### src/source/mcu_cfg.svh
// Memory map, sizes and interrupt positions of the always-on slice.
// Bank count and words per bank must be powers of two. The RAM window must fit
// in MCU_LOCAL_AW word-address bits.

`ifndef MCU_CFG_SVH
`define MCU_CFG_SVH

// ram banks, contiguous from the RAM base
`define MCU_NUM_BANKS 2
`define MCU_BANK_WORDS 256

// address windows
`define MCU_RAM_BASE 32'h0000_0000
`define MCU_AO_BASE 32'h2000_0000
`define MCU_AO_SIZE 32'h0000_1000

// local word address handed to the slaves, covers the 4 KiB AO window
`define MCU_LOCAL_AW 10

// always-on gpio count
`define MCU_GPIO_W 8

// positions in the 32-bit interrupt vector
`define MCU_IRQ_TIMER_BIT 7
`define MCU_IRQ_GPIO_BASE 22

`endif

### src/source/mcu_pkg.sv
// Bus, timer and register types shared by the slice.
// Field widths follow the macros in the config header.
`default_nettype none

`include "mcu_cfg.svh"

package mcu_pkg;

  typedef struct packed {
    logic        req;
    logic        we;
    logic [3:0]  be;
    logic [31:0] addr;
    logic [31:0] wdata;
  } obi_req_t;

  typedef struct packed {
    logic        gnt;
    logic        rvalid;
    logic        err;
    logic [31:0] rdata;
  } obi_rsp_t;

  // single-cycle access to one slave, word addressed
  typedef struct packed {
    logic                     en;
    logic                     we;
    logic [3:0]               be;
    logic [`MCU_LOCAL_AW-1:0] addr;
    logic [31:0]              wdata;
  } mem_req_t;

  typedef struct packed {
    logic        enable;
    logic [15:0] prescale;
    logic [31:0] cmp;
  } timer_cfg_t;

  typedef enum logic {
    BUS_IDLE,
    BUS_RESP
  } bus_state_e;

  typedef enum logic [1:0] {
    TGT_RAM,
    TGT_AO,
    TGT_NONE
  } bus_target_e;

  // byte offsets inside the always-on window
  typedef enum logic [`MCU_LOCAL_AW+1:0] {
    AO_EXIT_VALID       = 'h00,
    AO_EXIT_VALUE       = 'h04,
    AO_GPIO_OUT         = 'h08,
    AO_GPIO_OE          = 'h0C,
    AO_GPIO_IN          = 'h10,
    AO_TIMER_CTRL       = 'h14,
    AO_TIMER_PRESCALE   = 'h18,
    AO_TIMER_VALUE      = 'h1C,
    AO_TIMER_CMP        = 'h20,
    AO_GPIO_INTR_EN     = 'h24,
    AO_GPIO_INTR_STATUS = 'h28
  } ao_reg_e;

endpackage

`default_nettype wire

### src/source/rv_timer.sv
// 32-bit machine timer, one tick every prescale+1 enabled cycles.
// The interrupt is a level while enabled and mtime >= cmp. mtime wraps silently.
`timescale 1ns/1ps
`default_nettype none

`include "mcu_cfg.svh"

module rv_timer
  import mcu_pkg::*;
(
  input  logic        clk_i,
  input  logic        arst_n_i,
  input  timer_cfg_t  cfg_i,
  input  logic        load_i,
  input  logic [31:0] load_value_i,
  output logic [31:0] mtime_o,
  output logic        intr_o
);

  logic [15:0] presc_q;
  logic [31:0] mtime_q;
  logic        tick;

  // >= so a prescale lowered below the count still wraps
  assign tick = cfg_i.enable && (presc_q >= cfg_i.prescale);

  always_ff @(posedge clk_i or negedge arst_n_i) begin
    if (!arst_n_i) begin
      presc_q <= '0;
      mtime_q <= '0;
    end else if (load_i) begin
      // a load restarts the prescaler as well
      presc_q <= '0;
      mtime_q <= load_value_i;
    end else if (cfg_i.enable) begin
      if (tick) begin
        presc_q <= '0;
        mtime_q <= mtime_q + 32'd1;
      end else begin
        presc_q <= presc_q + 16'd1;
      end
    end
  end

  assign mtime_o = mtime_q;
  assign intr_o  = cfg_i.enable && (mtime_q >= cfg_i.cmp);

endmodule

`default_nettype wire
### config.mk
export PLATFORM = sky130hd
export DESIGN_NAME = rv_timer
export DESIGN_NICKNAME = d
export VERILOG_FILES = /design/src/source/mcu_pkg.sv /design/src/source/rv_timer.sv
export VERILOG_INCLUDE_DIRS = /design/src /design/src/source
export SDC_FILE = /design/constraint.sdc
export NUM_CORES = 1
export LEC_CHECK = 0
export ABC_AREA = 1
export BUFFER_PORTS_ARGS = -buffer_cell sky130_fd_sc_hd__buf_2
export CORE_MARGIN = 3
export CORE_UTILIZATION = 30
export DETAILED_ROUTE_END_ITERATION = 8
export HOLD_SLACK_MARGIN = 0.05
export PLACE_DENSITY_LB_ADDON = 0.25
export REMOVE_ABC_BUFFERS = 1
export SKIP_LAST_GASP = 1
export SLEW_MARGIN = 30
export SYNTH_ARGS = -nofsm -noshare
export SYNTH_HDL_FRONTEND = slang
export SYNTH_SLANG_ARGS = --single-unit
### constraint.sdc
create_clock -name clk_i -period 2.2 [get_ports clk_i]
set_input_delay 0.11 -clock clk_i [delete_from_list [all_inputs] [get_ports clk_i]]
set_output_delay 0.11 -clock clk_i [all_outputs]
set_load 0.005 [all_outputs]
-- Yosys cells after proc, flatten, opt, wreduce, memory -nomap -nowiden
Index checks and enable logic that the tools add are counted.
- add/sub/neg operators: 2
- multiply operators: 0
- divide/modulo/power cells: 0
- $lt $le $gt $ge: 2
- equal/unequal tests: 0
- shift-type cells: 0
- mux-type cells: 6
- bitwise operators: 0
- reduce and logical (&&, ||, !) cells: 5
- operators by type and width (kind ; count):
    $mux W32 ; 3
    $mux W16 ; 3
    $add A32 B1 Y32 const B ; 1
    $ge A32 B32 Y1 ; 1
    $add A16 B1 Y16 const B ; 1
    $ge A16 B16 Y1 ; 1
    $reduce_bool A2 Y1 ; 2
    $logic_and A1 B1 Y1 ; 2
    $reduce_and A2 Y1 ; 1
- bits in registers: 48
- latch bits: 0
- bits in writable memories: 0
- ROM bits: 0
- input port bits: 84
- output and inout port bits: 33
- word-level logic and storage cells: 17
- memories kept: 0

-- Depth between registers and ports, before layout
- depth in word-level cells: 5
- depth in mapped cells: 15

-- Worst setup path before layout
No wires, ideal clock.
- path type: register to register
- start: register presc_q[11]
- end: register presc_q[10]
- setup time: 0.121 ns
- arrival: 1.549 ns
- path slack: 0.529 ns
- stages on the path, launching flop included: 9
- path buffers: 1
- cells stage by stage: dfrtp_1 > ha_1 > nand2_1 > o21bai_1 > a21oi_1 > nor2_2 > a21oi_4 > buf_2 > nor2_1
- word-level cells in the longest chain between the ends: 5
- ends and longest elaborated chain (element ; RTL line ; text):
    start, declared ; rv_timer.sv:20 ; logic [15:0] presc_q;
    start signal, assigned ; rv_timer.sv:40 ; presc_q <= presc_q + 16'd1;
    $ge A16 B16 Y1 ; rv_timer.sv:25 ; assign tick = cfg_i.enable && (presc_q >= cfg_i.prescale);
    $logic_and A1 B1 Y1 ; rv_timer.sv:25 ;
    $mux W16 ; rv_timer.sv:36 ; if (tick) begin
    $mux W16 ; rv_timer.sv:35 ; end else if (cfg_i.enable) begin
    $mux W16 ; rv_timer.sv:31 ; end else if (load_i) begin
No other way between the ends. The select of a mux whose other input is x is not followed.
A chain may end at the register's enable or synchronous reset.

-- Final worst setup path
- start: register mtime_q[23], in the netlist mtime_o[23]
- end: output port intr_o
- word-level cells in the longest chain between the ends: 2
- ends and longest elaborated chain (element ; RTL line ; text):
    start, declared ; rv_timer.sv:21 ; logic [31:0] mtime_q;
    start signal, assigned ; rv_timer.sv:34 ; mtime_q <= load_value_i;
    start signal, assigned ; rv_timer.sv:38 ; mtime_q <= mtime_q + 32'd1;
    $ge A32 B32 Y1 ; rv_timer.sv:46 ; assign intr_o = cfg_i.enable && (mtime_q >= cfg_i.cmp);
    $logic_and A1 B1 Y1 ; rv_timer.sv:46 ;
    end, declared ; rv_timer.sv:17 ; output logic intr_o
No other way between the ends.

==> metrics.yaml <==
status: "finished, final reports clean"
final_cells: 1045
hpwl_um: 11000
p_comb_share_pct: 38.8
core_um2: 14800
seq_power_share_pct: 35.0
antenna_found_initial: 0
cp-start-kind: "register"
final_max_slew_viol_count: 0
die_x_um: 130
synth-main-ff-cell: "dfrtp_1"
synth_most_common_cell: "nand2_1"
insertion_delay_ns: 0.29
grt_pass1_vias: 4648
drc: 0
synth_edf_count: 0
skew_ns: 0.00857
setup_viol: 0
max_slew_margin_pct: 55.4
cp.required_ns: 2.09
dieArea_um2: 16900
hp-start: "load_value_i[5]"
p_sw_uw: 1130
root_buffer: "clkbuf_16"
seqCellArea_um2: 1200
rows: 44
ys_top_cells_by_count: "nand2_1 (289), inv_1 (88), nor2_1 (70)"
power.density_nw_per_um2: 537
syn2layout_area_growth_pct: 25.3
die_h_um: 130
seq_area_frac_synth_pct: 26.0
grt_overflow: 0
ios: 117
placed_cells: 1036
synthTopCellsByArea: "dfrtp_1 (26%), nand2_1 (23%), ha_1 (14%)"
grt_max_degree: 45
post-cts-setup-buffer-count: 0
n_antenna_cell: 0
synth_area_um2: 4630
num_vias: 4761
min_period_ns: 2.12
rr_startpoint: "presc_q[1]"
cap_viol_max_count: 0
worst_ir_drop_vdd_mv: 0.360
postSynthCellCount: 717
synth.avg_cell_area_um2: 6.45
postRouteAntennaNets: 0
clkPwrFrac_pct: 26.2
cts.sink_count: 48
synth_seq_cells: 48
synth.largest_area_cell: "dfrtp_1"
initial_core_util_pct: 31.2
cts_tree: "done"
crit_start: "mtime_o[23]"
gp_congestion: 0.873
fillers: 1629
hold_viol_final: 0
synthArstFlopShare_pct: 100
multi_input_area_um2: 3030
htreeDepth: 2
cts_made_buffers: 5
port_buffers: 116
power_leakage_uw: 0.00324
wire_per_inst_um: 12.9
fmax_mhz: 471
p_int_uw: 1980
tightest_slew_ns: 0.669
end_kind: "primary output"
p_sw_share_pct: 36.4
dr.pass1.iters: 4
synth_top_area_share_pct: 26.0
grt_pass1_wl_um: 22200
wl_um: 13500
drtIter0Drc: 250
hold_path_class: "input pin to register"
layout_worst_path_cycle_share_pct: 96.4
cts.path.max_buffers: 2
finalCoreUtilization_pct: 39.1
nets: 994
crit_arrival_ns: 2.01
grt_use_total_pct: 16.3
clk_pin_slew_ns: 0.07
ys_warn_count: 0
critPathKind: "register to primary output"
critPathMaxFanout: 2
rsz0062_at_grt: "yes"
avgViaCountPerCell: 4.56
drive_gt1_share_pct: 22.3
yosysUniqueCellTypes: 39
==> routing by layer <==
layer / wire [um] / track usage (%) / vias to the layer above
met3: 791 / 2.58 / 4
met5: 0 / 0 / -
li1: - / - / 2523
met1: 6720 / 23.0 / 2114
met2: 5880 / 26.7 / 120
met4: 72 / 2.63 / 0
==> critical path, stage by stage (launching register included) <==
cell	delay [ns]
dfrtp_1	0.39
ha_1	0.29
nand2_1	0.07
nor2_1	0.14
nand4_1	0.19
nor2_1	0.18
nand4_1	0.12
nand3_2	0.13
nand2_1	0.06
inv_1	0.04
buf_2	0.10
==> logic make-up after synthesis <==
logic type	Yosys count	synth area share (%)
AND/OR/NAND/NOR	439	40.4
buffers and inverters	104	9.09
AO/OA/AOI/OAI	54	6.68
adder cells (fa/ha/maj)	50	13.5
flip-flops	48	26.0
XOR/XNOR	17	3.22
multiplexers	5	1.08
==> registers in the layout, indices dropped and copies added, names as in the netlist <==
name	flops
mtime_o	32
presc_q	16
==> cells in the final DEF (no fill, tap or decap), types with 14 or more instances in the layout <==
cell	instances
nand3_1	23
buf_4	31
nand2_1	289
o21ai_1	14
nor2_1	69
buf_2	116
a21oi_1	22
ha_1	50
inv_1	88
dfrtp_1	48
==> through the flow <==
step           instance area (um2)  hold WS (ns)  total power (uW)  TNS [ns]  worst slack, ns
2_1_floorplan                 4550        -0.186              1760         0            0.372
3_3_place_gp                  5610         0.141              2310         0            0.190
3_5_place_dp                  5610         0.137              2320         0            0.140
4_1_cts                       5770         0.104              3150         0           0.0345
5_1_grt                       5800         0.122              3380   -0.0633          -0.0633
6_report                      5800         0.100              3110         0           0.0782
==> power by group through the flow <==
stage | sequential (uW) | clock (uW) | combinational (uW)
floorplan | 1170 | 0 | 587
global placement | 1110 | 0 | 1200
detailed placement | 1110 | 0 | 1210
CTS | 1090 | 839 | 1220
global route | 1100 | 863 | 1410
finish | 1090 | 816 | 1210
==> what timing repair did <==
action                     4_1_cts  5_1_grt
resized for setup                0        4
hold endpoints to repair        21        0
hold buffers                     1        0
setup endpoints to repair        0       32
==> final cells by class <==
class	instances	area share [%]
Tap cell	184	3.97
Clock inverter	2	0.259
Inverter	91	5.89
Multi-Input combinational cell	565	52.2
Timing Repair Buffer	149	14.6
Sequential cell	48	20.7
Clock buffer	6	2.40
==> worst paths after layout <==
path	endpoint	slack [ns]	cells after the start
hold / removal	mtime_o[5]	0.10	3
hold reg to reg	presc_q[1]	0.55	2
setup reg to reg	mtime_o[12]	0.29	12
min in group asynchronous	mtime_o[9]	0.35	2
max in group asynchronous	presc_q[11]	1.30	3
setup / recovery	intr_o	0.08	10
No activity file was read; power rests on OpenSTA's default activity.
