==> src/source/mcu_cfg.svh <==
// Memory map, sizes and interrupt positions of the always-on slice.
// Bank count and words per bank must be powers of two. The RAM window must fit
// in MCU_LOCAL_AW word-address bits.

`ifndef MCU_CFG_SVH
`define MCU_CFG_SVH

// ram banks, contiguous from the RAM base
`define MCU_NUM_BANKS 2
`define MCU_BANK_WORDS 256

// address windows
`define MCU_RAM_BASE 32'h0000_0000
`define MCU_AO_BASE 32'h2000_0000
`define MCU_AO_SIZE 32'h0000_1000

// local word address handed to the slaves, covers the 4 KiB AO window
`define MCU_LOCAL_AW 10

// always-on gpio count
`define MCU_GPIO_W 8

// positions in the 32-bit interrupt vector
`define MCU_IRQ_TIMER_BIT 7
`define MCU_IRQ_GPIO_BASE 22

`endif

==> src/source/mcu_pkg.sv <==
// Bus, timer and register types shared by the slice.
// Field widths follow the macros in the config header.
`default_nettype none

`include "mcu_cfg.svh"

package mcu_pkg;

  typedef struct packed {
    logic        req;
    logic        we;
    logic [3:0]  be;
    logic [31:0] addr;
    logic [31:0] wdata;
  } obi_req_t;

  typedef struct packed {
    logic        gnt;
    logic        rvalid;
    logic        err;
    logic [31:0] rdata;
  } obi_rsp_t;

  // single-cycle access to one slave, word addressed
  typedef struct packed {
    logic                     en;
    logic                     we;
    logic [3:0]               be;
    logic [`MCU_LOCAL_AW-1:0] addr;
    logic [31:0]              wdata;
  } mem_req_t;

  typedef struct packed {
    logic        enable;
    logic [15:0] prescale;
    logic [31:0] cmp;
  } timer_cfg_t;

  typedef enum logic {
    BUS_IDLE,
    BUS_RESP
  } bus_state_e;

  typedef enum logic [1:0] {
    TGT_RAM,
    TGT_AO,
    TGT_NONE
  } bus_target_e;

  // byte offsets inside the always-on window
  typedef enum logic [`MCU_LOCAL_AW+1:0] {
    AO_EXIT_VALID       = 'h00,
    AO_EXIT_VALUE       = 'h04,
    AO_GPIO_OUT         = 'h08,
    AO_GPIO_OE          = 'h0C,
    AO_GPIO_IN          = 'h10,
    AO_TIMER_CTRL       = 'h14,
    AO_TIMER_PRESCALE   = 'h18,
    AO_TIMER_VALUE      = 'h1C,
    AO_TIMER_CMP        = 'h20,
    AO_GPIO_INTR_EN     = 'h24,
    AO_GPIO_INTR_STATUS = 'h28
  } ao_reg_e;

endpackage

`default_nettype wire

==> src/source/obi_bus_ctrl.sv <==
// OBI slave front end with one access in flight at a time.
// Unmapped addresses are granted and answered with err and zero data.
`timescale 1ns/1ps
`default_nettype none

`include "mcu_cfg.svh"

module obi_bus_ctrl
  import mcu_pkg::*;
(
  input  logic        clk_i,
  input  logic        arst_n_i,
  input  obi_req_t    obi_req_i,
  output obi_rsp_t    obi_rsp_o,
  output mem_req_t    ram_req_o,
  output mem_req_t    ao_req_o,
  input  logic [31:0] ram_rdata_i,
  input  logic [31:0] ao_rdata_i
);

  localparam logic [31:0] RAM_BYTES = 32'(`MCU_NUM_BANKS * `MCU_BANK_WORDS * 4);

  bus_state_e               state_q, state_d;
  bus_target_e              tgt_d, tgt_q;
  logic                     gnt;
  logic [31:0]              ram_off;
  logic [31:0]              ao_off;
  logic [`MCU_LOCAL_AW-1:0] local_addr;

  // offsets wrap below the base, so one compare covers both ends
  assign ram_off = obi_req_i.addr - `MCU_RAM_BASE;
  assign ao_off  = obi_req_i.addr - `MCU_AO_BASE;

  always_comb begin
    tgt_d      = TGT_NONE;
    local_addr = '0;
    if (ram_off < RAM_BYTES) begin
      tgt_d      = TGT_RAM;
      local_addr = ram_off[`MCU_LOCAL_AW+1:2];
    end else if (ao_off < `MCU_AO_SIZE) begin
      tgt_d      = TGT_AO;
      local_addr = ao_off[`MCU_LOCAL_AW+1:2];
    end
  end

  // no grant while the response is out
  assign gnt = obi_req_i.req && (state_q == BUS_IDLE);

  always_comb begin
    ram_req_o.en    = gnt && (tgt_d == TGT_RAM);
    ram_req_o.we    = obi_req_i.we;
    ram_req_o.be    = obi_req_i.be;
    ram_req_o.addr  = local_addr;
    ram_req_o.wdata = obi_req_i.wdata;
    ao_req_o        = ram_req_o;
    ao_req_o.en     = gnt && (tgt_d == TGT_AO);
  end

  always_comb begin
    state_d = state_q;
    case (state_q)
      BUS_IDLE: if (gnt) state_d = BUS_RESP;
      BUS_RESP: state_d = BUS_IDLE;
      default:  state_d = BUS_IDLE;
    endcase
  end

  always_ff @(posedge clk_i or negedge arst_n_i) begin
    if (!arst_n_i) begin
      state_q <= BUS_IDLE;
      tgt_q   <= TGT_NONE;
    end else begin
      state_q <= state_d;
      if (gnt) tgt_q <= tgt_d;
    end
  end

  // response one cycle after the grant
  always_comb begin
    obi_rsp_o.gnt    = gnt;
    obi_rsp_o.rvalid = (state_q == BUS_RESP);
    obi_rsp_o.err    = (state_q == BUS_RESP) && (tgt_q == TGT_NONE);
    case (tgt_q)
      TGT_RAM: obi_rsp_o.rdata = ram_rdata_i;
      TGT_AO:  obi_rsp_o.rdata = ao_rdata_i;
      default: obi_rsp_o.rdata = '0;
    endcase
  end

endmodule

`default_nettype wire

==> config.mk <==
export PLATFORM = sky130hd
export DESIGN_NAME = obi_bus_ctrl
export DESIGN_NICKNAME = d
export VERILOG_FILES = /design/src/source/mcu_pkg.sv /design/src/source/obi_bus_ctrl.sv
export VERILOG_INCLUDE_DIRS = /design/src /design/src/source
export SDC_FILE = /design/constraint.sdc
export NUM_CORES = 1
export LEC_CHECK = 0
export ABC_AREA = 1
export BUFFER_PORTS_ARGS = -buffer_cell sky130_fd_sc_hd__buf_2
export CAP_MARGIN = 10
export CORE_AREA = 2 2 104 106
export CTS_CLUSTER_DIAMETER = 120
export CTS_CLUSTER_SIZE = 10
export DETAILED_ROUTE_END_ITERATION = 6
export DIE_AREA = 0 0 106 108
export GPL_ROUTABILITY_DRIVEN = 0
export PLACE_DENSITY = 0.5
export SYNTH_ARGS = -nofsm -noshare
export SYNTH_HDL_FRONTEND = slang
export SYNTH_SLANG_ARGS = --single-unit
==> constraint.sdc <==
create_clock -name clk_i -period 2 [get_ports clk_i]
set_clock_uncertainty 0.2 [all_clocks]
set_input_delay 0.4 -clock clk_i [delete_from_list [all_inputs] [get_ports clk_i]]
set_output_delay 0.4 -clock clk_i [all_outputs]
set_load 0.01 [all_outputs]
# --- Word level (Yosys, flattened, before mapping) ---
# Index checks and enable logic that the tools add are counted.
# W data, S select, Z words.
classes:
  add_sub_neg: 1
  n_mul: 0
  div: 0
  magnitude_cmp: 2
  eq_ne: 3
  n_shift: 0
  n_mux: 7
  bitwise_logic: 1
  n_reduce_logical: 6
ops:
  columns: ["cell", "count"]
  rows:
  - ["$pmux W32 S2", 1]
  - ["$lt A32 B12 Y1 const B", 1]
  - ["$lt A32 B13 Y1 const B", 1]
  - ["$sub A32 B30 Y32 const B", 1]
  - ["$mux W10", 2]
  - ["$eq A2 B1 Y1 const B", 2]
  - ["$logic_and A1 B1 Y1", 4]
  - ["$logic_not A2 Y1", 2]
  - ["$mux W2", 2]
  - ["$eq A2 B2 Y1 const B", 1]
  - ["$pmux W1 S2", 1]
  - ["$mux W1", 1]
  - ["$not A1 Y1", 1]
word_totals:
  reg_bits: 3
  latchBits: 0
  mem_bits_rw: 0
  rom_bits: 0
  out_inout_bits: 131
  word_cells: 22
  mem_count: 0

# --- Longest topological paths before layout ---
# Gate-level depths: netlist of run 1.
depth:
  word_depth: 6
  depth_mapped: 10
  mapped_depth_nobuf: 9

# --- Worst setup path after synthesis of run 1 ---
# Ideal clock, no wire load.
synth_path:
  kind: "in2out"
  start: "input obi_req_i[61] in the netlist's numbering"
  end: "output ram_req_o[32] in the netlist's numbering"
  arrival_ns: 1.548
  slack_ns: -0.148
  cell_stages: 7
  path_buffers: 1
  cell_sequence: "inv_1 -> ha_1 -> nand3_1 -> nor2_1 -> nand3_2 -> a21boi_0 -> buf_4"
synth_rtl:
  columns: ["item", "line_no", "text"]
  rows:
  - ["start, declared", "obi_bus_ctrl.sv:13", "input obi_req_t obi_req_i,"]
  - ["end, declared", "obi_bus_ctrl.sv:15", "output mem_req_t ram_req_o,"]

==> impl_metrics.ini, run 1 <==
[setup_path]
crit_type = input pin to output pin
cp_common_cell = nand3_4
path_max_fanout = 6
worstPathCellList = buf_8 -> inv_4 -> ha_4 -> nand3_4 -> nor2_4 -> nand3_4 -> buf_16 -> a21boi_4 -> buf_2
crit_arrival_ps = 1510
cp_top_family = buffers and inverters
critical_path_required_ps = 1400
start_kind = input pin
cp_num_buf_inv = 4
slowest_delay_ps = 260
slowest_stage = ha_4
end_kind = output pin

[timing]
max_slew.worst_pin.slew_ps = 363
setup_viol_count_final = 54
finalCritPeriodShare_pct = 105
slew_viol_final = 0
final_hold_viol_count = 0
max_freq_ghz = 0.474
slew_headroom_pct = 75.8
fin_crit_ps = 2110
setup_ws_ps = -109
rsz0062_at_grt = true

[power]
total_power_uw = 769
powerDensity_mw_per_mm2 = 282
swShare_pct = 38.4
ir_worst_vdd_mv = 0.146
p_int_uw = 474
p_clk_share_pct = 22.6
pwr-share-seq_pct = 9.2
p_leak_nw = 1.39
combPwrFrac_pct = 68.2
p_sw_uw = 296

[cts]
tritoncts = done
clk_pin_slew_ps = 30
numCtsBuffers = 3
clock_latency_ps = 210
clockRootBuffer = clkbuf_8
clk_path_buf_depth = 2
h-tree-depth = 1
clkSinkCount = 3

[cells_and_area]
synthToLayoutAreaGrowth_pct = 67.2
diodes = 0
fin_cells = 471
post-route-util_pct = 26.6
nets = 473
drive_gt1_share_pct = 82.7

[grt]
grt_overflow = 0
grt_pass1_vias = 1727
grt_antenna_before_repair = 0
grt_max_degree = 35
grt_util_all_layers_pct = 8.83
grt_pass1_wl_um = 8070

[yosys]
yosys_warnings = 0
syn-num-nets = 390
ys_ff_latch = 3
netlist-cell-type-count = 21
netlist_area_mm2 = 0.00163
synth.avg_cell_area_um2 = 6.44
synth.top_cell.area_share_pct = 39.6
seq_area_frac_synth_pct = 4.68
synthTopCellsByArea = buf_4 40%, o21ai_2 11%, nand3_1 10%
netlist_instances = 253
yosysTopAreaCell = buf_4

[place]
port_buffers = 153
dp_hpwl_um = 4100
dp.cells = 450
place_ws_ps = -262

[route]
dr.first_iter.drc_count = 58
routed_wl_um = 5820
antenna_left = 0
viasPerCell = 3.81
drc = 0
firstDrtPassIters = 4
vias = 1794
wl_per_cell_um = 12.3

[floorplan]
row_count = 37
start_util_pct = 15.9
num_io_pins = 267
fp.dieH_um = 108
die_w_um = 106
core_mm2 = 0.0102
die_area_mm2 = 0.0114

[run_status]
violations = setup timing
outcome = complete, but fails checks

[worst_hold_path]
min_path_type = input pin to async pin

[run]
cap_violations = 0
Yosys cell counts:
| master | instances |
|---|---|
| a21boi_0 | 3 |
| nor2_4 | 1 |
| o21ai_0 | 2 |
| buf_4 | 86 |
| buf_1 | 2 |
| o21ai_1 | 10 |
| clkbuf_1 | 4 |
| nand3_1 | 34 |
| nand2_1 | 12 |
| dfstp_2 | 1 |
| o21ai_2 | 21 |
| or2_4 | 1 |
| buf_2 | 1 |
| nand3_2 | 2 |
| nor3_1 | 1 |
| buf_6 | 5 |
| nor2_1 | 17 |
| dfrtp_1 | 2 |
| a21boi_2 | 6 |
| ha_1 | 1 |
| inv_1 | 41 |
layout make-up:
class                   count  area (um^2)
well taps                 136          170
flip-flops and latches      3         76.3
fillers                  1101         7510
repair buffers            174         1190
multi-input cells         113         1080
inverters                  41          163
clock buffers               4         45.0
through the flow:
step           hold slack, ps  cell area, um^2  setup TNS, ps
6_report                  327             2730          -3200
5_1_grt                   339             2730          -5960
4_1_cts                   331             2490          -3100
3_5_place_dp            0.433             1990          -3040
3_3_place_gp            -3.50             1990          -2730
2_1_floorplan           -95.6             1730          -4.18
routing by layer:
layer	global-route usage [%]	vias up	routed length [um]
li1	-	871	-
met1	8.85	767	2010
met2	18.4	154	3170
met3	1.99	2	612
met4	1.69	0	24
met5	0	-	0
sequential cells by signal, summed over array words and instances (netlist names):
| name | count |
|---|---|
| tgt_q | 2 |
| state_q | 1 |
logic make-up after synthesis:
family	Yosys count	share of synthesized area, %
compound gates	42	20.5
fa+ha+maj	1	0.767
flops	3	4.68
buf+inv	139	54.2
simple gates	68	19.9
final timing paths:
check,startpoint,to,slack [ps],cells past startpoint
worst min-delay path,arst_n_i,tgt_q[0],330,2
worst max-delay path,obi_req_i[61],ram_req_o[36],-110,9
min in group clk_i,obi_req_i[69],tgt_q[1],460,4
worst min register to register,tgt_q[1],tgt_q[1],630,5
worst max register to register,state_q,tgt_q[1],660,5
max in group asynchronous,arst_n_i,tgt_q[1],1080,2
power by group through the flow:
stage | clock network, mW | registers [mW] | logic (mW)
6_report | 0.174 | 0.0707 | 0.525
5_1_grt | 0.187 | 0.0713 | 0.566
4_1_cts | 0.179 | 0.0702 | 0.500
3_5_place_dp | 0 | 0.0701 | 0.345
3_3_place_gp | 0 | 0.0701 | 0.340
2_1_floorplan | 0 | 0.0693 | 0.333
placed cells by master (no fill, tap or decap), types with 4 or more instances in the layout:
cell / n
a21boi_4: 8
buf_12: 7
buf_2: 141
buf_4: 4
buf_6: 13
buf_8: 5
inv_1: 37
nand2_1: 8
nand2_2: 4
nand3_2: 30
nand3_4: 5
nor2_1: 5
nor2_2: 6
nor2_4: 7
o21ai_2: 30
worst register-to-register path, delay by kind of cell, from the launching register on:
| kind | cells | cell delay, ps |
|---|---|---|
| buf+inv | 2 | 300 |
| flops | 1 | 370 |
| simple gates | 3 | 400 |
timing repair:
action / 4_1_cts / 5_1_grt
setup endpoints to repair: 54 / 54
pin swaps: 2 / 10
hold buffers: 1 / 0
gates resized for setup: 53 / 54
endpoints found under the hold margin: 3 / 0
cloned: 5 / 2
buffers inserted: 7 / 4
Note: power is estimated with default switching activity, not from simulation.
==> run 2, diff against run 1 <==
MAX_ROUTING_LAYER = met4   (was unset)
==> run 2 against run 1 <==
  * Sequential share of layout area is the same
  * The run still ends with setup timing left
  * Global-route usage grew 0.26 points
  * Count of clock-buffer cells in the layout is the same
  * Die area is the same
==> impl_metrics.ini, run 2 (synthesis gave the netlist of run 1 again) <==
[run_status]
outcome = complete, but fails checks
violations = setup timing

[cells_and_area]
synthToLayoutAreaGrowth_pct = 67.2
nets = 473
largest_registers = tgt_q x2, state_q x1
max_flop_register = tgt_q
fin_cells = 471
largest_reg_flops = 2
final_common_cell = buf_2
drive_gt1_share_pct = 82.7
nFillCells = 1101
fin_area_mm2 = 0.00273
diodes = 0
final_cell_mix = 141 x buf_2, 37 x inv_1, 30 x nand3_2, 30 x o21ai_2, 13 x buf_6

[grt]
grt_max_degree = 35
grt_overflow = 0
grt_pass1_vias = 1727
grt_pass1_wl_um = 8070
grt_util_all_layers_pct = 9.08
grt_antenna_before_repair = 0

[cts]
numCtsBuffers = 3
h-tree-depth = 1
clock_latency_ps = 210
clockRootBuffer = clkbuf_8
tritoncts = done
clkSinkCount = 3
clk_pin_slew_ps = 30
clk_path_buf_depth = 2

[timing]
hold_slack_ps = 327
finalCritPeriodShare_pct = 105
slew_viol_final = 0
max_slew.worst_pin.slew_ps = 363
setup_ws_ps = -109
rsz0062_at_grt = true
setup_viol_count_final = 54
fin_crit_ps = 2110
slew_headroom_pct = 75.8
finalSetupTns_ps = -3190
final_hold_viol_count = 0
max_freq_ghz = 0.474

[route]
drc = 0
firstDrtPassIters = 4
viasPerCell = 3.80
antenna_left = 0
dr.first_iter.drc_count = 48
vias = 1790
wl_per_cell_um = 12.4
routed_wl_um = 5820

[power]
combPwrFrac_pct = 68.2
swShare_pct = 38.5
p_leak_nw = 1.39
p_clk_share_pct = 22.6
ir_worst_vdd_mv = 0.146
pwr-share-seq_pct = 9.2
powerDensity_mw_per_mm2 = 282
p_sw_uw = 296
p_int_uw = 474

[floorplan]
row_count = 37
start_util_pct = 15.9
die_w_um = 106
num_io_pins = 267
core_mm2 = 0.0102
die_area_mm2 = 0.0114
fp.dieH_um = 108

[setup_path]
end_kind = output pin
start_kind = input pin
critical_path_required_ps = 1400
crit_arrival_ps = 1510
path_max_fanout = 6
crit_type = input pin to output pin

[worst_hold_path]
min_path_type = input pin to async pin

[place]
place_area_mm2 = 0.00199
port_buffers = 153
dp.cells = 450
dp_hpwl_um = 4100

[run]
cap_violations = 0
run 2: metrics by stage:
stage                     utilization [%]  setup slack (ps)  total power, mW
final                                26.6              -109            0.770
after detailed placement             19.5              -262            0.415
after global routing                 26.6              -169            0.824
after global placement               19.5              -233            0.410
after CTS                            24.4              -144            0.749
after floorplan                         -             -1.39            0.402
run 2: layout make-up:
cell class              instances  area, um^2  area share, %
repair buffers                174        1190           43.6
multi-input cells             113        1080           39.8
well taps                     136         170           6.24
inverters                      41         163           5.97
flip-flops and latches          3        76.3           2.80
clock buffers                   4        45.0           1.65
run 2: path summary, 6_finish.rpt:
path | cells after the start | slack [ps] | from | to
max | 9 | -110 | obi_req_i[61] | ram_req_o[36]
min reg2reg | 5 | 630 | tgt_q[1] | tgt_q[1]
min in group clk_i | 4 | 460 | obi_req_i[69] | tgt_q[1]
max in group asynchronous | 2 | 1080 | arst_n_i | tgt_q[1]
min | 2 | 330 | arst_n_i | tgt_q[0]
max reg2reg | 5 | 660 | state_q | tgt_q[1]
run 2: worst max-delay path, stage by stage:
cell	delay (ps)
buf_8	80
inv_4	30
ha_4	260
nand3_4	60
nor2_4	100
nand3_4	110
buf_16	170
a21boi_4	140
buf_2	150
run 2: power by group through the flow:
stage	sequential [mW]	combinational [mW]	clock [mW]
finish	0.0707	0.525	0.174
global route	0.0713	0.566	0.187
CTS	0.0702	0.500	0.179
detailed placement	0.0701	0.345	0
global placement	0.0701	0.340	0
floorplan	0.0693	0.333	0
run 2: metal layers:
layer	GRT usage [%]	wire length, um	up-vias	share of wire (%)
li1	-	-	870	-
met1	8.96	2050	764	35
met2	18.4	3170	154	54
met3	1.81	585	2	10
met4	1.69	24	0	0.41
met5	-	0	-	0
run 2: timing repair:
action | 4_1_cts | 5_1_grt
pin swaps | 2 | 10
hold endpoints to repair | 3 | 0
hold buffers | 1 | 0
resized for setup | 53 | 54
buffers inserted | 7 | 4
setup endpoints to repair | 54 | 54
cloned | 5 | 2
==> run 3, diff against run 2 <==
BUFFER_PORTS_ARGS = -buffer_cell sky130_fd_sc_hd__buf_4   (was -buffer_cell sky130_fd_sc_hd__buf_2)
GPL_ROUTABILITY_DRIVEN = 1   (was 0)
==> run 3 against run 2 <==
  * Critical path depth grew 2
  * Clock power about the same
  * Final area rose by 0.18%
  * The flow still finishes with violations (setup timing)
  * Critical endpoint is now ao_req_o[38]
  * Global-route usage shrank 0.53 points
==> impl_metrics.ini, run 3 (synthesis gave the netlist of run 1 again) <==
[timing]
hold_slack_ps = 325
slew_headroom_pct = 75.7
setup_ws_ps = -136
max_slew.worst_pin.slew_ps = 364
slew_viol_final = 0
finalCritPeriodShare_pct = 107
fin_crit_ps = 2140
max_freq_ghz = 0.468
final_hold_viol_count = 0
rsz0062_at_grt = true
finalSetupTns_ps = -2310
setup_viol_count_final = 35

[place]
port_buffers = 153
place_ws_ps = -230
dp_hpwl_um = 4340
dp.cells = 452
place.gp.congestion = 0.658
place_area_mm2 = 0.00236

[route]
drt-met1-wl_um = 2020
wl_per_cell_um = 12.4
firstDrtPassIters = 6
dr_wl_met2_um = 2920
routed_wl_um = 5720
highest_layer = met4
antenna_left = 0
drc = 0
dr.first_iter.drc_count = 81
vias = 1738
met3_length_um = 773
viasPerCell = 3.77

[setup_path]
cp_num_buf_inv = 5
slowest_delay_ps = 170
end_kind = output pin
path_max_fanout = 5
slowest_stage = buf_6
crit_arrival_ps = 1540
start_kind = input pin
worstPathCellList = buf_8 -> inv_4 -> ha_4 -> inv_2 -> nand2_2 -> nand2_2 -> nor2_4 -> nand3_4 -> buf_6 -> a21boi_4 -> buf_6
crit_type = input pin to output pin
critical_path_required_ps = 1400
cp_top_family = buffers and inverters

[cells_and_area]
final_cell_mix = 145 x buf_4, 37 x inv_1, 26 x o21ai_2
fin_cells = 461
synthToLayoutAreaGrowth_pct = 67.5
diodes = 0
drive_gt1_share_pct = 72.9
post-route-util_pct = 26.7
largest_registers = tgt_q x2, state_q x1
max_flop_register = tgt_q
largest_reg_flops = 2
nets = 463
fin_area_mm2 = 0.00273
final_common_cell = buf_4

[floorplan]
die_w_um = 106
fp.dieH_um = 108
core_mm2 = 0.0102
num_io_pins = 267
row_count = 37
die_area_mm2 = 0.0114
start_util_pct = 15.9

[cts]
clock_latency_ps = 210
tritoncts = done
clkSinkCount = 3
cts_setup_buffers = 0
clk_pin_slew_ps = 30
numCtsBuffers = 3
clockRootBuffer = clkbuf_8
h-tree-depth = 1
clk_path_buf_depth = 2

[grt]
grt_max_degree = 35
grt_pass1_vias = 1662
grt_pass1_wl_um = 7690
grt_util_all_layers_pct = 8.55
grt_antenna_before_repair = 0
grt_overflow = 0

[worst_hold_path]
min_path_type = input pin to async pin

[power]
ir_worst_vdd_mv = 0.126
p_leak_nw = 1.37
total_power_uw = 751
powerDensity_mw_per_mm2 = 275

[run_status]
outcome = complete, but fails checks
violations = setup timing

[run]
cap_violations = 0
==> run 3: final timing paths <==
kind,slack [ps],depth (start not counted),end,from
worst min-delay path,330,2,state_q,arst_n_i
worst max-delay path,-140,11,ao_req_o[38],obi_req_i[62]
min in group clk_i,330,2,tgt_q[1],tgt_q[1]
max in group asynchronous,1080,2,tgt_q[1],arst_n_i
worst max register to register,770,3,tgt_q[0],tgt_q[0]
worst min register to register,330,2,tgt_q[1],tgt_q[1]
==> run 3: final cells by class <==
cell class	count	area, um^2
inverter	41	164
multi-input combinational	113	921
timing repair buffer	164	1350
clock buffer	4	45.0
fill	1110	7500
sequential	3	76.3
tap	136	170
==> run 3: timing repair <==
item                       in CTS  in global routing
pin swaps                       3                  2
setup endpoints to repair      54                 28
hold endpoints to repair        3                  0
gates resized for setup        30                 32
cloned                          1                  3
hold buffers                    1                  0
==> run 3: per-layer routing <==
| metal | GRT usage [%] | vias to the layer above |
|---|---|---|
| li1 | - | 852 |
| met1 | 8.28 | 729 |
| met2 | 16.2 | 155 |
| met3 | 3.19 | 2 |
| met4 | 1.97 | 0 |
| met5 | - | - |
==> run 3: power by group <==
part           internal [mW]  switching, mW  total [mW]  leakage (nW)
Sequential            0.0670        0.00645      0.0735        0.0370
Combinational          0.287          0.217       0.503          1.31
Clock                  0.136         0.0383       0.174        0.0228
Total                  0.489          0.262       0.751          1.37
==> run 3: worst register-to-register path: cells and delay by family (launching register included) <==
kind,cells,cell delay [ps]
AND/OR/NAND/NOR,1,110
flip-flops,1,440
buffers and inverters,1,340
AO/OA/AOI/OAI,1,60
