==> src/source/mcu_cfg.svh <==
// Memory map, sizes and interrupt positions of the always-on slice.
// Bank count and words per bank must be powers of two. The RAM window must fit
// in MCU_LOCAL_AW word-address bits.

`ifndef MCU_CFG_SVH
`define MCU_CFG_SVH

// ram banks, contiguous from the RAM base
`define MCU_NUM_BANKS 2
`define MCU_BANK_WORDS 256

// address windows
`define MCU_RAM_BASE 32'h0000_0000
`define MCU_AO_BASE 32'h2000_0000
`define MCU_AO_SIZE 32'h0000_1000

// local word address handed to the slaves, covers the 4 KiB AO window
`define MCU_LOCAL_AW 10

// always-on gpio count
`define MCU_GPIO_W 8

// positions in the 32-bit interrupt vector
`define MCU_IRQ_TIMER_BIT 7
`define MCU_IRQ_GPIO_BASE 22

`endif

==> src/source/mcu_pkg.sv <==
// Bus, timer and register types shared by the slice.
// Field widths follow the macros in the config header.
`default_nettype none

`include "mcu_cfg.svh"

package mcu_pkg;

  typedef struct packed {
    logic        req;
    logic        we;
    logic [3:0]  be;
    logic [31:0] addr;
    logic [31:0] wdata;
  } obi_req_t;

  typedef struct packed {
    logic        gnt;
    logic        rvalid;
    logic        err;
    logic [31:0] rdata;
  } obi_rsp_t;

  // single-cycle access to one slave, word addressed
  typedef struct packed {
    logic                     en;
    logic                     we;
    logic [3:0]               be;
    logic [`MCU_LOCAL_AW-1:0] addr;
    logic [31:0]              wdata;
  } mem_req_t;

  typedef struct packed {
    logic        enable;
    logic [15:0] prescale;
    logic [31:0] cmp;
  } timer_cfg_t;

  typedef enum logic {
    BUS_IDLE,
    BUS_RESP
  } bus_state_e;

  typedef enum logic [1:0] {
    TGT_RAM,
    TGT_AO,
    TGT_NONE
  } bus_target_e;

  // byte offsets inside the always-on window
  typedef enum logic [`MCU_LOCAL_AW+1:0] {
    AO_EXIT_VALID       = 'h00,
    AO_EXIT_VALUE       = 'h04,
    AO_GPIO_OUT         = 'h08,
    AO_GPIO_OE          = 'h0C,
    AO_GPIO_IN          = 'h10,
    AO_TIMER_CTRL       = 'h14,
    AO_TIMER_PRESCALE   = 'h18,
    AO_TIMER_VALUE      = 'h1C,
    AO_TIMER_CMP        = 'h20,
    AO_GPIO_INTR_EN     = 'h24,
    AO_GPIO_INTR_STATUS = 'h28
  } ao_reg_e;

endpackage

`default_nettype wire

==> src/source/ao_periph_regs.sv <==
// Always-on registers: exit, gpio, gpio interrupts and timer settings.
// Writes honour byte enables. Undefined offsets read 0 and ignore writes.
`timescale 1ns/1ps
`default_nettype none

`include "mcu_cfg.svh"

module ao_periph_regs
  import mcu_pkg::*;
(
  input  logic                   clk_i,
  input  logic                   arst_n_i,
  input  mem_req_t               req_i,
  output logic [31:0]            rdata_o,
  input  logic [`MCU_GPIO_W-1:0] gpio_i,
  output logic [`MCU_GPIO_W-1:0] gpio_o,
  output logic [`MCU_GPIO_W-1:0] gpio_oe_o,
  output logic                   exit_valid_o,
  output logic [31:0]            exit_value_o,
  output timer_cfg_t             timer_cfg_o,
  output logic                   timer_load_o,
  output logic [31:0]            timer_load_value_o,
  input  logic [31:0]            mtime_i,
  output logic [`MCU_GPIO_W-1:0] gpio_intr_o
);

  logic [`MCU_LOCAL_AW+1:0] reg_off;
  logic                     wr;
  logic [31:0]              wmask;
  logic                     exit_valid_q;
  logic [31:0]              exit_value_q;
  logic [`MCU_GPIO_W-1:0]   gpio_out_q, gpio_oe_q;
  logic [`MCU_GPIO_W-1:0]   intr_en_q, intr_status_q, status_clr;
  logic [`MCU_GPIO_W-1:0]   sync1_q, sync2_q, prev_q, rise;
  timer_cfg_t               timer_cfg_q;
  logic [31:0]              rdata_d, rdata_q;

  function automatic logic [31:0] be_merge(input logic [31:0] old_v,
                                           input logic [31:0] new_v,
                                           input logic [31:0] mask);
    return (old_v & ~mask) | (new_v & mask);
  endfunction

  assign reg_off = {req_i.addr, 2'b00};
  assign wr      = req_i.en && req_i.we;
  assign wmask   = {{8{req_i.be[3]}}, {8{req_i.be[2]}}, {8{req_i.be[1]}}, {8{req_i.be[0]}}};

  always_ff @(posedge clk_i or negedge arst_n_i) begin
    if (!arst_n_i) begin
      exit_valid_q <= 1'b0;
      exit_value_q <= '0;
      gpio_out_q   <= '0;
      gpio_oe_q    <= '0;
      intr_en_q    <= '0;
      timer_cfg_q  <= '0;
    end else if (wr) begin
      case (reg_off)
        AO_EXIT_VALID:     if (req_i.be[0]) exit_valid_q <= req_i.wdata[0];
        AO_EXIT_VALUE:     exit_value_q <= be_merge(exit_value_q, req_i.wdata, wmask);
        AO_GPIO_OUT:       gpio_out_q <= `MCU_GPIO_W'(be_merge(32'(gpio_out_q), req_i.wdata, wmask));
        AO_GPIO_OE:        gpio_oe_q <= `MCU_GPIO_W'(be_merge(32'(gpio_oe_q), req_i.wdata, wmask));
        AO_TIMER_CTRL:     if (req_i.be[0]) timer_cfg_q.enable <= req_i.wdata[0];
        AO_TIMER_PRESCALE: begin
          timer_cfg_q.prescale <= 16'(be_merge(32'(timer_cfg_q.prescale), req_i.wdata, wmask));
        end
        AO_TIMER_CMP:      timer_cfg_q.cmp <= be_merge(timer_cfg_q.cmp, req_i.wdata, wmask);
        AO_GPIO_INTR_EN:   intr_en_q <= `MCU_GPIO_W'(be_merge(32'(intr_en_q), req_i.wdata, wmask));
        default: ;
      endcase
    end
  end

  // two-flop synchronizer, then a flop for rising-edge detect
  always_ff @(posedge clk_i or negedge arst_n_i) begin
    if (!arst_n_i) begin
      sync1_q       <= '0;
      sync2_q       <= '0;
      prev_q        <= '0;
      intr_status_q <= '0;
    end else begin
      sync1_q       <= gpio_i;
      sync2_q       <= sync1_q;
      prev_q        <= sync2_q;
      // a new edge wins over a clear in the same cycle
      intr_status_q <= (intr_status_q & ~status_clr) | (rise & intr_en_q);
    end
  end

  assign rise       = sync2_q & ~prev_q;
  assign status_clr = (wr && reg_off == AO_GPIO_INTR_STATUS) ?
                      req_i.wdata[`MCU_GPIO_W-1:0] & wmask[`MCU_GPIO_W-1:0] : '0;

  always_comb begin
    rdata_d = '0;
    case (reg_off)
      AO_EXIT_VALID:       rdata_d[0] = exit_valid_q;
      AO_EXIT_VALUE:       rdata_d = exit_value_q;
      AO_GPIO_OUT:         rdata_d[`MCU_GPIO_W-1:0] = gpio_out_q;
      AO_GPIO_OE:          rdata_d[`MCU_GPIO_W-1:0] = gpio_oe_q;
      AO_GPIO_IN:          rdata_d[`MCU_GPIO_W-1:0] = sync2_q;
      AO_TIMER_CTRL:       rdata_d[0] = timer_cfg_q.enable;
      AO_TIMER_PRESCALE:   rdata_d[15:0] = timer_cfg_q.prescale;
      AO_TIMER_VALUE:      rdata_d = mtime_i;
      AO_TIMER_CMP:        rdata_d = timer_cfg_q.cmp;
      AO_GPIO_INTR_EN:     rdata_d[`MCU_GPIO_W-1:0] = intr_en_q;
      AO_GPIO_INTR_STATUS: rdata_d[`MCU_GPIO_W-1:0] = intr_status_q;
      default: ;
    endcase
  end

  always_ff @(posedge clk_i) begin
    if (req_i.en && !req_i.we) rdata_q <= rdata_d;
  end

  // load goes straight to the timer so it lands on the grant edge
  assign timer_load_o       = wr && (reg_off == AO_TIMER_VALUE);
  assign timer_load_value_o = req_i.wdata;

  assign rdata_o      = rdata_q;
  assign gpio_o       = gpio_out_q;
  assign gpio_oe_o    = gpio_oe_q;
  assign exit_valid_o = exit_valid_q;
  assign exit_value_o = exit_value_q;
  assign timer_cfg_o  = timer_cfg_q;
  assign gpio_intr_o  = intr_status_q & intr_en_q;

endmodule

`default_nettype wire

==> config.mk <==
export PLATFORM = sky130hd
export DESIGN_NAME = ao_periph_regs
export DESIGN_NICKNAME = d
export VERILOG_FILES = /design/src/source/mcu_pkg.sv /design/src/source/ao_periph_regs.sv
export VERILOG_INCLUDE_DIRS = /design/src /design/src/source
export SDC_FILE = /design/constraint.sdc
export NUM_CORES = 1
export LEC_CHECK = 0
export BUFFER_PORTS_ARGS = -buffer_cell sky130_fd_sc_hd__buf_4
export CAP_MARGIN = 10
export CORE_ASPECT_RATIO = 2
export CORE_MARGIN = 2
export CORE_UTILIZATION = 50
export CTS_CLUSTER_DIAMETER = 40
export DETAILED_ROUTE_END_ITERATION = 10
export GPL_ROUTABILITY_DRIVEN = 0
export GPL_TIMING_DRIVEN = 0
export PLACE_DENSITY = 0.8
export REMOVE_ABC_BUFFERS = 1
export SLEW_MARGIN = 15
export SYNTH_ARGS = -nofsm -noshare
export SYNTH_HDL_FRONTEND = slang
export SYNTH_SLANG_ARGS = --single-unit
==> constraint.sdc <==
create_clock -name clk_i -period 4.1 [get_ports clk_i]
set_input_delay 0.615 -clock clk_i [delete_from_list [all_inputs] [get_ports clk_i]]
set_output_delay 0.615 -clock clk_i [all_outputs]
set_load 0.1 [all_outputs]
Yosys cells after proc, flatten, opt, wreduce, memory -nomap -nowiden
Index checks and enable logic that the tools add are counted.
- register bits after elaboration: 170
- output and inout bits: 171
- word-level logic and storage cells: 64
- equality and inequality tests: 10
- multiplexer cells: 5
- bitwise logic cells: 22
- reduce and logical (&&, ||, !) cells: 14
- operators by type and width (cell ; count):
    32-bit bitwise AND ; 3
    8-bit bitwise AND ; 8
    32-bit bitwise OR ; 2
    7-bit one-hot mux with 9 select lines ; 1
    16-bit one-hot mux with 3 select lines ; 1
    10-bit by 3-bit equality test with 1-bit output, second input constant ; 4
    32-bit inverter ; 1
    8-bit bitwise OR ; 4
    8-bit one-hot mux with 4 select lines ; 1
    10-bit by 4-bit equality test with 1-bit output, second input constant ; 3
    10-bit by 2-bit equality test with 1-bit output, second input constant ; 2
    16-bit bitwise AND ; 1
    8-bit inverter ; 2
    16-bit bitwise OR ; 1
    12-bit logical NOT ; 1
    2-bit AND reduction ; 6
    1-bit one-hot mux with 11 select lines ; 1
    10-bit by 1-bit equality test with 1-bit output, second input constant ; 1
    8-bit two-way mux ; 1
    3-bit AND reduction ; 2
    1-bit logical AND ; 4
    1-bit logical NOT ; 1

Depth between registers and ports, before layout
Gate-level depths: netlist of the first run.
- word-level depth: 6
- gate-level depth with buffers: 7
- mapped depth without buffers: 4

Worst setup path after synthesis of the first run
Ideal clock, no wire load.
- path kind: input to output
- start: in req_i[37] (netlist name)
- end: out timer_load_o
- data arrival time: 2716 ps
- slack: 769 ps
- stages: 5
- path buffers: 2
- cell sequence: or4_1 -> buf_2 -> and4bb_2 -> clkbuf_1 -> and3_1
- cells in the longest elaborated chain, start to end: 2
- RTL lines (element ; RTL line ; RTL):
    start: declaration ; ao_periph_regs.sv:13 ; input mem_req_t req_i,
    10-bit by 3-bit equality test with 1-bit output ; ao_periph_regs.sv:116 ; assign timer_load_o = wr && (reg_off == AO_TIMER_VALUE);
    1-bit logical AND ; ao_periph_regs.sv:116 ;
    end: declaration ; ao_periph_regs.sv:21 ; output logic timer_load_o,
No other way between the ends.

Worst setup path after layout of the first run
- start: in req_i[34] (netlist name)
- end: out timer_load_o
Same word-level chain as after synthesis.

==> key figures, run 1 <==
GRT
  • Tot GR Track Use: between 20 and 30%
  • Gr ovfl total: 0
  • First-pass GRT wire length: ~35000 um
  • Vias in the first global route: 6297
  • Initial antenna violation count: 0
  • Pin count of the biggest net entering global routing: 87

Placed design
  • Post-DP HPWL: approximately 17000 um
  • PortBufs: 260

Clocking
  • CTS Root Cell: clkbuf_16
  • H-tree depth reported by CTS: 4
  • TritonCTS clock tree: built
  • Post-CTS Setup Inserts: 0
  • Maximum buffer depth of the clock tree: 2
  • # clock sinks: 170
  • Cts repair resizes: 0
  • Reg clk slew, reported paths: 0.06 ns
  • Num CTS Buffers: 17
  • Hold-fix buffers, CTS: 0
  • Clock Latency Late Sink: approximately 0.43 ns

STA
  • RSZ-0062 raised after global routing: false
  • Relative slew slack: about a fifth
  • Period utilisation layout: between 90% and 100%
  • Final Hold Fails: 0
  • Min Tclk post-route: 3.82 ns
  • Endpoints failing setup: 0
  • Setup Skew: slightly above 0.005 ns
  • Slew Viols, Final: 0
  • Actual slew at the worst max-slew pin: ~1.2 ns
  • Max Fclk: around 260 MHz
  • Setup_tns: 0 ns

Final layout
  • Most frequent cells in the layout: 259 x buf_4, 138 x dfrtp_1, 107 x mux2_2
  • Reg area: 0.00441 mm^2
  • Area of the multi-input gates: between 0.002 and 0.003 mm^2
  • Ratio of cells with drive above 1 in the final layout: between 50% and 60%
  • Final nets: slightly below 900
  • Ant. Diodes: 0
  • Layout fillers: 1098
  • Area grow syn2layout: 33.4%
  • Commonest non-fill, non-tap cell in the layout: buf_4

Run status
  • Status: finished clean

Drt
  • Vias post-DR: around 6000
  • Pre-antenna DRT Iters: 5
  • Routed vias/inst: approximately 6
  • 1st-iter DRT viols: 460
  • WL final: 23200 um
  • DRC viols: 0
  • Drt wl/cell: around 23 um
  • Routed Antenna Nets: 0

Floorplan
  • Initial Utilization: roughly half
  • Die area: 0.0163 mm^2
  • Die height: between 150 and 200 um
  • I/O Pins: about 260
  • Rows: 63
  • Die Wd: about 91 um
  • Core Area: between 0.01 and 0.015 mm^2

Synthesis
  • Top cell type's share of synthesized area: between 40% and 50%
  • Top area cells in the synthesized netlist: dfrtp_1 45%, mux2_2 16%, edfxtp_1 13%
  • Synth Area per Inst: between 10 and 15 um^2
  • Unique cell type count in the Yosys netlist: 55
  • EDFF count, synth: 32
  • Seq cells post-synth: 170
  • Leading area contributor after synthesis: dfrtp_1
  • Synthesized instance count: 568
  • Mapped Area: about 0.0076 mm^2
  • Ys Warns: 0
  • Asr flop ratio synth: 81.2%
  • Commonest register cell after synthesis: dfrtp_1
  • Sequential share of the synthesized area: about three fifths

Worst setup path
  • Reg2reg path depth: 4
  • CP max stage cell: nor2b_1
  • Crit path largest cell delay: 0.94 ns
  • Crit path cell chain: buf_4 > nor2b_1 > and4bb_2 > and3_1 > buf_4
  • Critical path capture point type: output port
  • Critical path class: input port to output port
  • Data arrival, critical path: ~3.2 ns
  • Critical path launch point type: input port
  • Worst-path fanout max: 25
  • Most used cell, CP: buf_4
  • WP data required: 3.48 ns

Min path
  • Min-Delay Path Class: input port to async pin

Power
  • P_int: 2820 uW
  • P per Cell Area: approximately 390 mW/mm^2
  • Total power: 3930 uW
  • Clock power share: roughly 41%
  • Sw Share: around 28%
  • Max IR drop VDD: between 0.3 and 0.4 mV
  • Net Sw Power: between 1000 and 1500 uW
  • Sequential power share: 44.9%
  • Logic gate share of total power: between 10% and 20%
  • Leakage power: about 0.0050 uW

Flow run
  • Max_cap viols: 0
## logic make-up after synthesis
kind of cell | Yosys count | share of synthesized area, %
mux | 126 | 18.4
buf+inv | 67 | 5.04
flops | 170 | 58.1
compound gates | 80 | 8.03
simple gates | 125 | 10.5
## cell usage after synthesis (all sizes together), types with 3 or more instances
master	n
nor2	5
nor4	3
inv	7
a222oi	8
clkbuf	18
mux2i	18
nor2b	5
and2	9
a31oi	4
a22oi	21
nand2	53
a2bb2oi	3
mux2	108
edfxtp	32
nand2b	5
dfrtp	138
nand4	4
o21bai	3
nand3b	5
o21ai	8
a22o	8
o2bb2ai	9
a21oi	6
buf	42
nor3	9
nor3b	4
and3	5
nand3	6
## final timing paths
path	end	start	slack (ns)
setup / recovery	timer_load_o	req_i[34]	0.28
hold / removal	async pin	arst_n_i	0.13
setup reg to reg	rdata_o[5]$_DFFE_PP_	flop	2.46
hold reg to reg	sync2_q[6]$_DFF_PN0_	sync1_q[6]$_DFF_PN0_	0.35
max in group asynchronous	async pin	arst_n_i	3.16
min in group clk_i	sync1_q[1]$_DFF_PN0_	gpio_i[1]	0.29
## layer usage
| metal | vias up | global-route usage [%] | wire [um] |
|---|---|---|---|
| met5 | - | 0 | 0 |
| met4 | 0 | 11.9 | 667 |
| met3 | 51 | 8.15 | 1740 |
| met2 | 328 | 52.7 | 13000 |
| met1 | 2960 | 30.1 | 7840 |
| li1 | 2503 | - | - |
## through the flow
step / worst slack [ns] / instance area (um^2) / hold WS [ns] / cells / utilization, %
2_1_floorplan: 0.776 / 7250 / 0.319 / 508 / -
3_3_place_gp: 0.00503 / 9440 / 0.333 / 963 / 63.7
3_5_place_dp: 0.310 / 9540 / 0.337 / 967 / 64.4
4_1_cts: 0.307 / 10100 / 0.140 / 998 / 68.4
5_1_grt: 0.163 / 10100 / 0.164 / 999 / 68.4
6_report: 0.276 / 10100 / 0.127 / 999 / 68.4
## critical path: cells and delay by family
family / cells / cell delay (ns)
buf+inv: 2 / 0.62
simple gates: 3 / 1.96
## power groups by stage
stage	Combinational [uW]	Clock [uW]	Sequential [uW]
floorplan	53.3	0	1950
global placement	535	0	1800
detailed placement	550	0	1800
CTS	551	1630	1770
global route	568	1700	1770
finish	549	1620	1770
## final cells by class
| class | count | area share [%] |
|---|---|---|
| Timing Repair Buffer | 265 | 20.1 |
| Multi-Input combinational cell | 331 | 27.9 |
| Inverter | 7 | 0.259 |
| Tap cell | 195 | 2.41 |
| Clock buffer | 18 | 4.44 |
| Sequential cell | 170 | 43.5 |
| Clock inverter | 13 | 1.41 |
(Power assumes the default switching activity.)
==> run 2, diff against run 1 <==
--- a/config.mk
+++ b/config.mk
@@ -11,6 +11,7 @@
 export CORE_ASPECT_RATIO = 2
 export CORE_MARGIN = 2
 export CORE_UTILIZATION = 50
+export CTS_BUF_LIST = sky130_fd_sc_hd__clkbuf_4
 export CTS_CLUSTER_DIAMETER = 40
 export DETAILED_ROUTE_END_ITERATION = 10
 export GPL_ROUTABILITY_DRIVEN = 0
==> key figures, run 2 (same netlist as run 1, synthesis figures left out) <==
Floorplan
  • Core Area: between 0.01 and 0.015 mm^2
  • Die area: 0.0163 mm^2
  • Initial Utilization: between 50% and 60%
  • I/O Pins: between 200 and 300
  • Die height: between 150 and 200 um
  • Die Wd: between 90 and 100 um
  • Rows: 63

STA
  • Relative slew slack: 23.3%
  • Final Hold Fails: 0
  • Max Fclk: about 260 MHz
  • Slew Viols, Final: 0
  • Period utilisation layout: a little over 90%
  • Setup_tns: 0 ns
  • Actual slew at the worst max-slew pin: around 1.1 ns
  • Hold Slack: around 0.13 ns
  • Min Tclk post-route: roughly 3.8 ns
  • RSZ-0062 raised after global routing: false
  • Setup Skew: between 0.015 and 0.02 ns
  • Endpoints failing setup: 0

Final layout
  • Post-route insts no fill: 1001
  • Layout fillers: around 1100
  • Most frequent cells in the layout: 259 x buf_4, 138 x dfrtp_1, 107 x mux2_2
  • Design area: approximately 0.01 mm^2
  • Reg area: about 0.0044 mm^2
  • Final nets: ~900
  • Final Util: 66.6%
  • Area of the multi-input gates: between 0.002 and 0.003 mm^2
  • Commonest non-fill, non-tap cell in the layout: buf_4
  • Area grow syn2layout: 29.8%
  • Ratio of cells with drive above 1 in the final layout: approximately 53%

Clocking
  • Reg clk slew, reported paths: ~0.15 ns
  • Clock Latency Late Sink: between 0.5 and 0.6 ns
  • # clock sinks: 170
  • Num CTS Buffers: 17
  • Post-CTS Setup Inserts: 0
  • CTS Root Cell: clkbuf_4
  • Maximum buffer depth of the clock tree: 2
  • H-tree depth reported by CTS: 4
  • Cts repair resizes: 0
  • TritonCTS clock tree: built

GRT
  • Pin count of the biggest net entering global routing: between 80 and 90
  • Initial antenna violation count: 1
  • Tot GR Track Use: 28.1%
  • First-pass GRT wire length: ~34000 um
  • Gr ovfl total: 0
  • Vias in the first global route: roughly 6300

Drt
  • DRC viols: 0
  • Drt wl/cell: ~23 um
  • Vias post-DR: ~5800
  • Routed Antenna Nets: 0
  • WL final: around 23000 um
  • 1st-iter DRT viols: 400
  • Routed vias/inst: 5.80
  • Pre-antenna DRT Iters: 8

Worst setup path
  • Critical path launch point type: input port
  • Data arrival, critical path: 3.22 ns
  • Worst-path fanout max: 25
  • Reg-to-reg endpoint: rdata_o[5]$_DFFE_PP_
  • Critical path class: input port to output port
  • Critical path capture point type: output port
  • Crit path cell chain: buf_4 > nor2b_1 > and4bb_2 > and3_1 > buf_4
  • CP max stage cell: nor2b_1
  • Most used cell, CP: buf_4
  • Crit path largest cell delay: around 0.95 ns
  • WP data required: 3.48 ns
  • Reg2reg path depth: 4
  • Flop2flop setup slack: ~2.4 ns

Power
  • P per Cell Area: between 300 and 400 mW/mm^2
  • Leakage power: 0.00488 uW
  • Max IR drop VDD: approximately 0.29 mV

Min path
  • Worst Hold Path EP: sync1_q[0]$_DFF_PN0_
  • Min-Delay Path Class: input port to flop
  • Min-delay src: gpio_i[0]
  • WHS Path Cells: 1

Flow run
  • Max_cap viols: 0

Placed design
  • Post-DP HPWL: 16900 um
  • PortBufs: between 200 and 300
  • DP Area: roughly 0.0095 mm^2
  • Dpl cells: just under 1000

Run status
  • Status: finished clean
==> run 2: cell count changes in the layout (fill, tap and decap cells not counted) <==
cell           delta
nor4_2            -1
nor4_4            +1
dlygate4sd3_1     +1
diode_2           +1
bufinv_16         +1
clkbuf_16        -18
clkbuf_4         +17
==> run 2: what timing repair did <==
action / CTS / global route
hold buffers: 1 / 0
hold endpoints to repair: 52 / 0
endpoints found under the setup margin: 0 / 0
==> run 2: per-stage QoR <==
| step | worst slack (ns) | total power, uW |
|---|---|---|
| 6_report | 0.266 | 3340 |
| 5_1_grt | 0.172 | 3440 |
| 4_1_cts | 0.304 | 3360 |
| 3_5_place_dp | 0.310 | 2350 |
| 3_3_place_gp | 0.00503 | 2330 |
| 2_1_floorplan | 0.776 | 2000 |
==> run 2: layer usage <==
metal / vias up / GRT usage (%) / wire [um] / share of wire [%]
met5: - / 0 / 0 / 0
met3: 47 / 7.31 / 1780 / 7.8
met4: 0 / 14.3 / 719 / 3.2
met2: 325 / 51.6 / 12700 / 56
li1: 2514 / - / - / -
met1: 2915 / 29.1 / 7630 / 33
==> run 2: cell type report <==
cell class,count,area share [%]
inverters,7,0.266
flip-flops and latches,170,44.7
repair buffers,266,20.8
multi-input cells,331,28.7
clock inverters,14,1.75
well taps,195,2.47
diodes,1,0.0254
clock buffers,17,1.29
==> run 2: how the worst max path moves through the flow <==
stage / to / slack, ns / cells after the start / start
2_1_floorplan: timer_load_o / 0.78 / 3 / req_i[37]
3_3_place_gp: flop / 0.005 / 5 / req_i[32]
3_5_place_dp: timer_load_o / 0.31 / 5 / req_i[34]
4_1_cts: timer_load_o / 0.30 / 5 / req_i[34]
5_1_grt: timer_load_o / 0.17 / 5 / req_i[34]
6_report: timer_load_o / 0.27 / 5 / req_i[34]
==> run 2: critical path: cells and delay by family <==
| family | cells | cell delay, ns |
|---|---|---|
| buffers and inverters | 2 | 0.61 |
| and+or+nand+nor | 3 | 1.97 |
==> run 2: report_power, final <==
| part | leakage (uW) | switching (uW) | internal, uW |
|---|---|---|---|
| clock network | 0.000143 | 604 | 421 |
| logic | 0.00264 | 413 | 136 |
| registers | 0.00210 | 15.3 | 1750 |
| total | 0.00488 | 1030 | 2310 |
==> run 3, diff against run 2 <==
--- a/config.mk
+++ b/config.mk
@@ -10,13 +10,13 @@
 export CAP_MARGIN = 10
 export CORE_ASPECT_RATIO = 2
 export CORE_MARGIN = 2
-export CORE_UTILIZATION = 50
+export CORE_UTILIZATION = 56
 export CTS_BUF_LIST = sky130_fd_sc_hd__clkbuf_4
 export CTS_CLUSTER_DIAMETER = 40
 export DETAILED_ROUTE_END_ITERATION = 10
 export GPL_ROUTABILITY_DRIVEN = 0
 export GPL_TIMING_DRIVEN = 0
-export PLACE_DENSITY = 0.8
+export PLACE_DENSITY = 0.94
 export REMOVE_ABC_BUFFERS = 1
 export SLEW_MARGIN = 15
 export SYNTH_ARGS = -nofsm -noshare
==> key figures, run 3 (same netlist as run 1, synthesis figures left out) <==
GRT
  • Gr ovfl total: 0
  • First-pass GRT wire length: about 37000 um
  • Vias in the first global route: between 6000 and 7000
  • Tot GR Track Use: roughly a third
  • Pin count of the biggest net entering global routing: between 80 and 90
  • Initial antenna violation count: 2

Worst setup path
  • Most used cell, CP: buf_4
  • Data arrival, critical path: around 3.3 ns
  • Critical path class: input port to output port
  • Reg-to-reg endpoint: rdata_o[5]$_DFFE_PP_
  • Reg2reg path depth: 4
  • Worst-path fanout max: 25
  • Flop2flop setup slack: about 2.6 ns
  • Critical path launch point type: input port
  • Crit path largest cell delay: 0.93 ns
  • CP max stage cell: nor2b_1
  • WP data required: around 3.5 ns
  • Critical path capture point type: output port
  • Crit path cell chain: buf_4 > nor2b_1 > and4bb_2 > and3_1 > buf_4

Power
  • P per Cell Area: 347 mW/mm^2
  • Leakage power: about 0.0049 uW
  • Total power: 3410 uW
  • Max IR drop VDD: ~0.35 mV

STA
  • Setup Skew: 0.0176 ns
  • Max Fclk: roughly 260 MHz
  • Final WS setup: between 0.2 and 0.25 ns
  • Actual slew at the worst max-slew pin: 1.20 ns
  • Endpoints failing setup: 0
  • Setup_tns: 0 ns
  • Min Tclk post-route: about 3.9 ns
  • Final Hold Fails: 0
  • Relative slew slack: 19.2%
  • Slew Viols, Final: 0
  • Period utilisation layout: ~95%
  • Hold Slack: 0.145 ns
  • RSZ-0062 raised after global routing: false

Final layout
  • Area grow syn2layout: 29.3%
  • Layout fillers: slightly below 900
  • Final nets: between 800 and 900
  • Commonest non-fill, non-tap cell in the layout: buf_4
  • Most frequent cells in the layout: 260 x buf_4, 138 x dfrtp_1, 107 x mux2_2
  • Design area: 0.00983 mm^2
  • Ratio of cells with drive above 1 in the final layout: 52.7%

Run status
  • Status: finished clean

Clocking
  • Clock Latency Late Sink: 0.56 ns
  • Maximum buffer depth of the clock tree: 2
  • CTS Root Cell: clkbuf_4
  • Post-CTS Setup Inserts: 0
  • Num CTS Buffers: 17
  • # clock sinks: 170
  • H-tree depth reported by CTS: 4
  • Reg clk slew, reported paths: roughly 0.16 ns
  • TritonCTS clock tree: built

Drt
  • 1st-iter DRT viols: between 400 and 500
  • Vias post-DR: 5998
  • Drt wl/cell: 25.3 um
  • Routed vias/inst: ~6.2
  • Routed Antenna Nets: 0
  • DRC viols: 0
  • WL final: roughly 24000 um
  • Pre-antenna DRT Iters: 6

Floorplan
  • Die height: approximately 170 um
  • Die area: between 0.01 and 0.015 mm^2
  • Die Wd: ~86 um
  • I/O Pins: ~260
  • Core Area: 0.0134 mm^2
  • Rows: 60
  • Initial Utilization: approximately 57%

Min path
  • Min-delay src: gpio_i[2]
  • Min-Delay Path Class: input port to flop
  • WHS Path Cells: 1
  • Worst Hold Path EP: sync1_q[2]$_DFF_PN0_

Placed design
  • PortBufs: 260
  • DP Area: between 0.009 and 0.01 mm^2
  • Post-DP HPWL: ~18000 um
  • Post-place setup slack: between 0.3 and 0.4 ns

Flow run
  • Max_cap viols: 0
-- run 3: cell count changes in the layout (fill, tap and decap cells not counted), sizes merged --
cell and change:
buf -1, diode +1, clkinvlp -6, clkinv +2
inv +4, clkbuf +1
-- run 3: stage by stage --
step,util [%],instances
2_1_floorplan,-,508
3_3_place_gp,70.3,923
3_5_place_dp,70.9,926
4_1_cts,73.4,959
5_1_grt,73.5,962
6_report,73.5,962
-- run 3: final cells by class --
cell class	count	area (um^2)	share of cell area [%]
repair buffers	265	2040	20.8
inverters	7	26.3	0.267
flip-flops and latches	170	4410	44.9
clock buffers	18	135	1.37
clock inverters	14	185	1.88
well taps	155	194	1.97
multi-input cells	331	2830	28.7
diodes	2	5.00	0.0509
-- run 3: worst max path at each step --
stage / startpoint / end / slack, ns / cells past startpoint
after global routing: req_i[34] / timer_load_o / 0.15 / 5
after CTS: req_i[34] / timer_load_o / 0.27 / 5
after floorplan: req_i[37] / timer_load_o / 0.78 / 3
final: req_i[34] / timer_load_o / 0.20 / 5
after global placement: req_i[32] / flop / 0.23 / 5
after detailed placement: req_i[34] / timer_load_o / 0.31 / 5
-- run 3: power by group --
group / switching, uW / internal [uW] / total [uW]
Clock: 634 / 450 / 1080
Sequential: 16.6 / 1750 / 1770
Combinational: 417 / 136 / 554
Total: 1070 / 2340 / 3410
-- run 3: what timing repair did --
item | 4_1_cts | 5_1_grt
endpoints found under the hold margin | 19 | 0
gates resized for setup | 0 | 0
hold buffers | 1 | 0
endpoints found under the setup margin | 0 | 0
-- run 3: layer usage --
metal | wire, um | track usage, % | vias up
li1 | - | - | 2522
met1 | 7790 | 36.3 | 2940
met5 | 0 | 0 | -
met3 | 2220 | 9.70 | 111
met2 | 12700 | 57.0 | 425
met4 | 1580 | 21.3 | 0
-- run 3: critical path, delay by kind of cell --
| family | cells | cell delay, ns |
|---|---|---|
| AND/OR/NAND/NOR | 3 | 2.01 |
| buffers and inverters | 2 | 0.63 |
